File: src/include/spi_config.svh
`ifndef SPI_CONFIG_SVH
`define SPI_CONFIG_SVH

// bits per spi word, shifted msb first
`define SPI_DATA_WIDTH 8

// host to engine queue, sized to hold a full frame of words
`define SPI_TX_DEPTH 8

// engine to host queue
// beats arriving while this is full are dropped
`define SPI_RX_DEPTH 4

`endif

File: src/hw/spi_engine_pkg.sv
`include "spi_config.svh"

package spi_engine_pkg;

    // width of the bit counter inside a word
    localparam int SPI_BIT_CNT_W = $clog2(`SPI_DATA_WIDTH);

    // wait covers the gap after the last falling edge of a word,
    // until either the next rising edge or cs release
    typedef enum logic [1:0] {
        STATE_IDLE     = 2'd0,
        STATE_TRANSFER = 2'd1,
        STATE_WAIT     = 2'd2
    } spi_engine_state_t;

endpackage

File: src/hw/spi_stream_pkg.sv
`include "spi_config.svh"

package spi_stream_pkg;

    // one spi word, the transmit stream payload
    typedef logic [`SPI_DATA_WIDTH-1:0] spi_word_t;

    // receive stream payload
    // last marks the final word of a frame, or an aborted frame
    typedef struct packed {
        spi_word_t data;
        logic      last;
    } spi_rx_beat_t;

endpackage

File: src/hw/axis_spi_slave.sv
module axis_spi_slave
    import spi_stream_pkg::*;
    import spi_engine_pkg::*;
(
    input  logic      clk,
    input  logic      rst,

    input  spi_word_t tx_data,
    input  logic      tx_valid,
    output logic      tx_ready,

    output spi_word_t rx_data,
    output logic      rx_last,
    output logic      rx_valid,

    input  logic      cs,
    input  logic      sck,
    input  logic      mosi,
    output logic      miso,

    output logic      busy
);

    localparam int W = $bits(spi_word_t);

    spi_engine_state_t state;
    spi_engine_state_t state_next;

    logic [SPI_BIT_CNT_W-1:0] bit_cnt;
    logic [SPI_BIT_CNT_W-1:0] bit_cnt_next;

    spi_word_t tx_shift;
    spi_word_t tx_shift_next;
    spi_word_t rx_shift;
    spi_word_t rx_shift_next;
    spi_word_t tx_word;

    // set when the word peeked at the last falling edge came from the stream
    logic tx_pending;
    logic tx_pending_next;

    logic tx_ready_q;
    logic tx_ready_next;
    spi_word_t rx_data_q;
    spi_word_t rx_data_next;
    logic rx_last_q;
    logic rx_last_next;
    logic rx_valid_q;
    logic rx_valid_next;
    logic miso_q;
    logic miso_next;

    // one synchroniser stage per pin, plus the previous sck for edge detect
    logic cs_q;
    logic sck_q;
    logic sck_prev;
    logic mosi_q;

    logic sck_rise;
    logic sck_fall;

    assign sck_rise = sck_q && !sck_prev;
    assign sck_fall = !sck_q && sck_prev;

    // zero filler when the host has nothing queued
    assign tx_word = tx_valid ? tx_data : '0;

    assign tx_ready = tx_ready_q;
    assign rx_data  = rx_data_q;
    assign rx_last  = rx_last_q;
    assign rx_valid = rx_valid_q;
    assign miso     = miso_q;
    assign busy     = (state != STATE_IDLE);

    always_comb begin
        state_next      = state;
        bit_cnt_next    = bit_cnt;
        tx_shift_next   = tx_shift;
        rx_shift_next   = rx_shift;
        tx_pending_next = tx_pending;
        tx_ready_next   = 1'b0;
        rx_data_next    = rx_data_q;
        rx_last_next    = rx_last_q;
        rx_valid_next   = 1'b0;
        miso_next       = miso_q;

        case (state)
            STATE_IDLE: begin
                if (cs_q) begin
                    miso_next = 1'b0;
                end else begin
                    // frame start, first bit goes out before the first rising edge
                    miso_next     = tx_word[W-1];
                    tx_shift_next = tx_word << 1;
                    tx_ready_next = tx_valid;
                    rx_shift_next = '0;
                    bit_cnt_next  = SPI_BIT_CNT_W'(W - 1);
                    state_next    = STATE_TRANSFER;
                end
            end

            STATE_TRANSFER: begin
                if (sck_rise) begin
                    rx_shift_next = {rx_shift[W-2:0], mosi_q};
                end else if (sck_fall) begin
                    if (bit_cnt != '0) begin
                        miso_next     = tx_shift[W-1];
                        tx_shift_next = tx_shift << 1;
                        bit_cnt_next  = bit_cnt - 1'b1;
                    end else begin
                        // peek so the next word's msb is on miso before its first rise
                        miso_next       = tx_word[W-1];
                        tx_shift_next   = tx_word << 1;
                        tx_pending_next = tx_valid;
                        state_next      = STATE_WAIT;
                    end
                end else if (cs_q) begin
                    // cs released mid word
                    rx_data_next  = '0;
                    rx_last_next  = 1'b1;
                    rx_valid_next = 1'b1;
                    state_next    = STATE_IDLE;
                end
            end

            STATE_WAIT: begin
                if (cs_q) begin
                    rx_data_next    = rx_shift;
                    rx_last_next    = 1'b1;
                    rx_valid_next   = 1'b1;
                    tx_pending_next = 1'b0;
                    state_next      = STATE_IDLE;
                end else if (sck_rise) begin
                    // next word begins, so the finished one was not the last
                    rx_data_next    = rx_shift;
                    rx_last_next    = 1'b0;
                    rx_valid_next   = 1'b1;
                    tx_ready_next   = tx_pending;
                    tx_pending_next = 1'b0;
                    rx_shift_next   = {{(W - 1){1'b0}}, mosi_q};
                    bit_cnt_next    = SPI_BIT_CNT_W'(W - 1);
                    state_next      = STATE_TRANSFER;
                end
            end

            default: begin
                state_next = STATE_IDLE;
            end
        endcase
    end

    always_ff @(posedge clk or posedge rst) begin
        if (rst) begin
            state      <= STATE_IDLE;
            bit_cnt    <= '0;
            tx_pending <= 1'b0;
            tx_ready_q <= 1'b0;
            rx_valid_q <= 1'b0;
            miso_q     <= 1'b0;
            cs_q       <= 1'b1;
            sck_q      <= 1'b0;
            sck_prev   <= 1'b0;
            mosi_q     <= 1'b0;
        end else begin
            state      <= state_next;
            bit_cnt    <= bit_cnt_next;
            tx_pending <= tx_pending_next;
            tx_ready_q <= tx_ready_next;
            rx_valid_q <= rx_valid_next;
            miso_q     <= miso_next;
            cs_q       <= cs;
            sck_q      <= sck;
            sck_prev   <= sck_q;
            mosi_q     <= mosi;
        end
    end

    always_ff @(posedge clk) begin
        tx_shift  <= tx_shift_next;
        rx_shift  <= rx_shift_next;
        rx_data_q <= rx_data_next;
        rx_last_q <= rx_last_next;
    end

endmodule

File: src/hw/spi_slave_bridge.sv
`include "spi_config.svh"

module spi_slave_bridge
    import spi_stream_pkg::*;
(
    input  logic      clk,
    input  logic      rst,

    input  spi_word_t tx_data,
    input  logic      tx_valid,
    output logic      tx_ready,

    output spi_word_t rx_data,
    output logic      rx_last,
    output logic      rx_valid,
    input  logic      rx_ready,

    input  logic      cs,
    input  logic      sck,
    input  logic      mosi,
    output logic      miso,

    output logic      busy,
    output logic      rx_overflow
);

    spi_word_t    eng_tx_data;
    logic         eng_tx_valid;
    logic         eng_tx_ready;

    spi_word_t    eng_rx_data;
    logic         eng_rx_last;
    logic         eng_rx_valid;

    spi_rx_beat_t rx_beat_out;

    assign rx_data = rx_beat_out.data;
    assign rx_last = rx_beat_out.last;

    stream_fifo #(
        .DEPTH     (`SPI_TX_DEPTH),
        .payload_t (spi_word_t)
    ) u_tx_fifo (
        .clk       (clk),
        .rst       (rst),
        .in_data   (tx_data),
        .in_valid  (tx_valid),
        .in_ready  (tx_ready),
        .out_data  (eng_tx_data),
        .out_valid (eng_tx_valid),
        .out_ready (eng_tx_ready),
        .overflow  ()
    );

    axis_spi_slave u_engine (
        .clk      (clk),
        .rst      (rst),
        .tx_data  (eng_tx_data),
        .tx_valid (eng_tx_valid),
        .tx_ready (eng_tx_ready),
        .rx_data  (eng_rx_data),
        .rx_last  (eng_rx_last),
        .rx_valid (eng_rx_valid),
        .cs       (cs),
        .sck      (sck),
        .mosi     (mosi),
        .miso     (miso),
        .busy     (busy)
    );

    // the engine never stalls, so a beat offered to a full fifo is lost
    stream_fifo #(
        .DEPTH     (`SPI_RX_DEPTH),
        .payload_t (spi_rx_beat_t)
    ) u_rx_fifo (
        .clk       (clk),
        .rst       (rst),
        .in_data   ({eng_rx_data, eng_rx_last}),
        .in_valid  (eng_rx_valid),
        .in_ready  (),
        .out_data  (rx_beat_out),
        .out_valid (rx_valid),
        .out_ready (rx_ready),
        .overflow  (rx_overflow)
    );

endmodule

File: src/hw/stream_fifo.sv
module stream_fifo
    import spi_stream_pkg::*;
#(
    parameter int  DEPTH     = 4,
    parameter type payload_t = spi_word_t
) (
    input  logic     clk,
    input  logic     rst,

    input  payload_t in_data,
    input  logic     in_valid,
    output logic     in_ready,

    output payload_t out_data,
    output logic     out_valid,
    input  logic     out_ready,

    output logic     overflow
);

    localparam int PTR_W = (DEPTH > 1) ? $clog2(DEPTH) : 1;
    localparam int CNT_W = $clog2(DEPTH + 1);

    payload_t mem [DEPTH];

    logic [PTR_W-1:0] wr_ptr;
    logic [PTR_W-1:0] rd_ptr;
    logic [CNT_W-1:0] count;
    logic             full;
    logic             empty;
    logic             push;
    logic             pop;

    // wrap at DEPTH so non power of two depths work too
    function automatic logic [PTR_W-1:0] ptr_inc(input logic [PTR_W-1:0] ptr);
        logic [PTR_W-1:0] next_ptr;
        if (ptr == PTR_W'(DEPTH - 1)) begin
            next_ptr = '0;
        end else begin
            next_ptr = ptr + 1'b1;
        end
        return next_ptr;
    endfunction

    assign full  = (count == CNT_W'(DEPTH));
    assign empty = (count == '0);

    assign push = in_valid && !full;
    assign pop  = out_valid && out_ready;

    assign in_ready  = !full;
    assign out_valid = !empty;
    assign out_data  = mem[rd_ptr];

    always_ff @(posedge clk) begin
        if (push) begin
            mem[wr_ptr] <= in_data;
        end
    end

    always_ff @(posedge clk or posedge rst) begin
        if (rst) begin
            wr_ptr   <= '0;
            rd_ptr   <= '0;
            count    <= '0;
            overflow <= 1'b0;
        end else begin
            if (push) begin
                wr_ptr <= ptr_inc(wr_ptr);
            end
            if (pop) begin
                rd_ptr <= ptr_inc(rd_ptr);
            end

            case ({push, pop})
                2'b10:   count <= count + 1'b1;
                2'b01:   count <= count - 1'b1;
                default: count <= count;
            endcase

            // sticky until reset
            if (in_valid && full) begin
                overflow <= 1'b1;
            end
        end
    end

endmodule

File: config.mk
export PLATFORM = sky130hd
export DESIGN_NAME = spi_slave_bridge
export DESIGN_NICKNAME = d
export VERILOG_FILES = /design/src/hw/spi_engine_pkg.sv /design/src/hw/spi_stream_pkg.sv /design/src/hw/axis_spi_slave.sv /design/src/hw/spi_slave_bridge.sv /design/src/hw/stream_fifo.sv
export VERILOG_INCLUDE_DIRS = /design/src /design/src/include
export SDC_FILE = /design/constraint.sdc
export NUM_CORES = 1
export LEC_CHECK = 0
export CORE_ASPECT_RATIO = 2
export CORE_MARGIN = 2
export CORE_UTILIZATION = 63
export DETAILED_ROUTE_END_ITERATION = 16
export DONT_BUFFER_PORTS = 1
export GPL_TIMING_DRIVEN = 0
export HOLD_SLACK_MARGIN = 0.15
export PLACE_DENSITY = 0.79
export RECOVER_POWER = 25
export SYNTH_ARGS = -nofsm -noshare
export SYNTH_HDL_FRONTEND = slang
export SYNTH_SLANG_ARGS = --single-unit
File: constraint.sdc
create_clock -name clk -period 2.6 [get_ports clk]
set_clock_uncertainty 0.1 [all_clocks]
set_input_delay 0.13 -clock clk [delete_from_list [all_inputs] [get_ports clk]]
set_output_delay 0.13 -clock clk [all_outputs]
set_load 0.005 [all_outputs]
==> impl_metrics.env <==
export IMPL_fillers=599
export IMPL_maxSlewViolCount=0
export IMPL_synth_flop_cell="edfxtp_1"
export IMPL_p_leak_nw=2.81
export IMPL_worstPathArrival_ns=2.34
export IMPL_crit_top_cell="nor2_1"
export IMPL_status="finished, final reports clean"
export IMPL_grt_overflow=0
export IMPL_start_util_pct=64.8
export IMPL_dpl_cell_area_mm2=0.00673
export IMPL_finalCritPeriodShare_pct=91.1
export IMPL_synth_top_area_share_pct=57.0
export IMPL_async_reset_ff_share_pct=20.0
export IMPL_via_count=3442
export IMPL_synth_area_leader_cell="edfxtp_1"
export IMPL_regArea_mm2=0.00450
export IMPL_min_from="sck"
export IMPL_cts_buffer_depth=2
export IMPL_layout_nets=474
export IMPL_drive_above_1_share_pct=19.7
export IMPL_rrSetupSlack_ns=0.23
export IMPL_syn_nets=436
export IMPL_cts_setup_buffers=0
export IMPL_synth_area_mm2=0.00654
export IMPL_die_h_um=148
export IMPL_dp_cells=538
export IMPL_final_cell_area_mm2=0.00753
export IMPL_numPortBuffers=0
export IMPL_worstSetupPathType="register to register"
export IMPL_dp_hpwl_um=8260
export IMPL_whs_path_depth=1
export IMPL_clock_latency_ns=0.42
export IMPL_final_antenna_net_count=0
export IMPL_die_width_um=76.0
export IMPL_first_pass_iters=4
export IMPL_r2r_cells=7
export IMPL_slowest_delay_ns=0.39
export IMPL_cts_root_buf="clkbuf_16"
export IMPL_path_buf_inv=3
export IMPL_ys_seq_area_share_pct=68.9
export IMPL_cp_slowest_cell="dfrtp_1"
export IMPL_critPathLaunchType="register"
export IMPL_r2r_end="u_engine.rx_shift[0]"
export IMPL_cts_tree="built"
export IMPL_clk_pin_slew_ns=0.06
export IMPL_detail_route_wl_per_cell_um=20.3
export IMPL_n_antenna_cell=0
export IMPL_critPathCaptureType="register"
export IMPL_track_usage_pct=23.2
export IMPL_hold_end="u_engine.sck_q"
export IMPL_avgSynthCellArea_um2=16.3
export IMPL_grt_setup_unrepaired="false"
export IMPL_route_detailed_drc=0
export IMPL_fp_coreArea_mm2=0.0101
export IMPL_numCtsBuffers=17
export IMPL_grt_max_degree=32
export IMPL_rows=52
export IMPL_cp_cell_sequence="inv_1 > ha_1 > buf_2 > clkbuf_1 > nor2_1 > nor2_1 > nor3_4"
export IMPL_ys_ff_latch=155
export IMPL_synth_commonest_cells="124 x edfxtp_1, 30 x dfrtp_1, 24 x mux4_2"
export IMPL_hold_viol_final=0
export IMPL_post_route_min_period_ns=2.37
export IMPL_synth_most_common_cell="edfxtp_1"
export IMPL_synth_area_leaders="edfxtp_1 57%, dfrtp_1 11%, mux4_2 8.3%, ha_1 3.6%, mux2i_1 1.8%"
export IMPL_p_per_area_mw_per_mm2=1180
export IMPL_worstPathMaxFanout=10
export IMPL_io_pins=29
export IMPL_antenna_found_initial=0
export IMPL_synth_cell_types=54
export IMPL_fmax_mhz=422
export IMPL_worstReg2RegStart="u_engine.state[1]"
export IMPL_fin_tns_setup_ns=0
export IMPL_vdd_ir_drop_max_mv=0.763
export IMPL_htreeDepth=4
export IMPL_multi_input_area_mm2=0.00191
export IMPL_grt_pass1_vias=3646
export IMPL_cp_required_ns=2.57
export IMPL_cts_sinks=155
export IMPL_drt_iter0_drc=187
export IMPL_synthCells=401
export IMPL_max_slew_worst_pin_slew_ns=1.02
export IMPL_yosysWarnings=0
export IMPL_dieArea_mm2=0.0113
export IMPL_avgViaCountPerCell=5.86
export IMPL_area_growth_pct=15.3
export IMPL_hp_class="input pin to register"
export IMPL_timing_max_cap_violations=0
export IMPL_crit_family="simple AND/OR/NAND/NOR gates"
export IMPL_relSlewSlack_pct=31.9
export IMPL_wl_um=11900
export IMPL_synth_edf_count=124
export IMPL_fin_cells=587
export IMPL_final_core_util_pct=74.7
export IMPL_finalSetupViolCount=0
export IMPL_grt_pass1_wl_um=19200
export IMPL_place_congestion=0.846
[flip-flops by register name (all words and copies together) (netlist names), 4 cells and up]
signal and cells:
u_engine.rx_data 8, u_engine.rx_shift 8, u_engine.tx_shift 7, u_rx_fifo.mem 36, u_tx_fifo.count 4, u_tx_fifo.mem 64
[logic make-up (layout without fill, tap and decap cells)]
kind of cell,Yosys count,after routing,share of synthesized area (%)
flops,155,155,68.9
simple gates,100,100,8.12
compound gates,43,43,4.33
mux,42,42,11.1
buf+inv,33,84,2.55
fa+ha+maj,20,20,3.94
xor+xnor,8,8,1.07
[worst max path at each step]
stage,slack (ns),depth (start not counted),start,end
after floorplan,0.33,12,u_tx_fifo.count[1],u_tx_fifo.count[2]
after detailed placement,-0.19,7,u_engine.state[1],u_engine.rx_shift[1]
after CTS,0.08,12,u_tx_fifo.count[1],u_tx_fifo.count[2]
after global placement,-0.32,5,u_tx_fifo.count[1],u_tx_fifo.mem[0][5]
final,0.23,7,u_engine.state[1],u_engine.rx_shift[0]
after global routing,0.02,12,u_tx_fifo.count[1],u_tx_fifo.count[2]
[layout make-up]
cell class | instances | share of cell area, %
buffer | 17 | 1.41
clock buffer | 18 | 5.70
clock inverter | 14 | 2.04
inverter | 16 | 0.797
multi-input combinational | 213 | 25.4
sequential | 155 | 59.7
tap | 135 | 2.24
timing repair buffer | 19 | 2.66
[worst reg2reg max path: stages (launching register included)]
cell and delay (ns):
dfrtp_1 0.39, inv_1 0.09, ha_1 0.28, buf_2 0.23, clkbuf_1 0.23, nor2_1 0.24
nor2_1 0.11, nor3_4 0.36
[layout by cell type (no fill, tap or decap), drive strengths merged, types with 13 or more instances in the layout]
cell,netlist,routed
mux4,24,24
buf,12,15
clkbuf,5,23
dlygate4sd3,0,16
dfrtp,30,30
nor2,19,19
edfxtp,124,124
and3,13,13
ha,19,19
o21ai,14,14
nand2,24,24
inv,16,24
[per-layer routing]
| metal | track usage, % | wire (µm) | up-vias |
|---|---|---|---|
| li1 | - | - | 1604 |
| met1 | 22.7 | 4090 | 1756 |
| met2 | 45.2 | 7170 | 62 |
| met3 | 6.01 | 350 | 20 |
| met4 | 9.91 | 319 | 0 |
| met5 | 0 | 0 | - |
[per-stage QoR]
step	hold WS, ns	setup WS, ns	total power, mW
after global placement	0.0347	-0.316	6.26
after CTS	0.167	0.0799	8.91
after floorplan	0.0345	0.327	5.75
after global routing	0.167	0.0242	9.36
after detailed placement	0.0347	-0.192	6.44
final	0.174	0.230	8.88
[power by group]
| group | internal [mW] | leakage, nW | total, mW | switching, mW |
|---|---|---|---|---|
| clock | 1.36 | 0.281 | 2.41 | 1.05 |
| combinational | 1.12 | 1.02 | 2.59 | 1.48 |
| sequential | 3.49 | 1.51 | 3.87 | 0.378 |
| total | 5.97 | 2.81 | 8.88 | 2.91 |
[what timing repair did]
action	4_1_cts	5_1_grt
cloned	0	0
hold buffers	15	1
setup endpoints to repair	16	10
gates resized for setup	3	4
hold endpoints to repair	116	7
No activity file was read; power rests on OpenSTA's default activity.
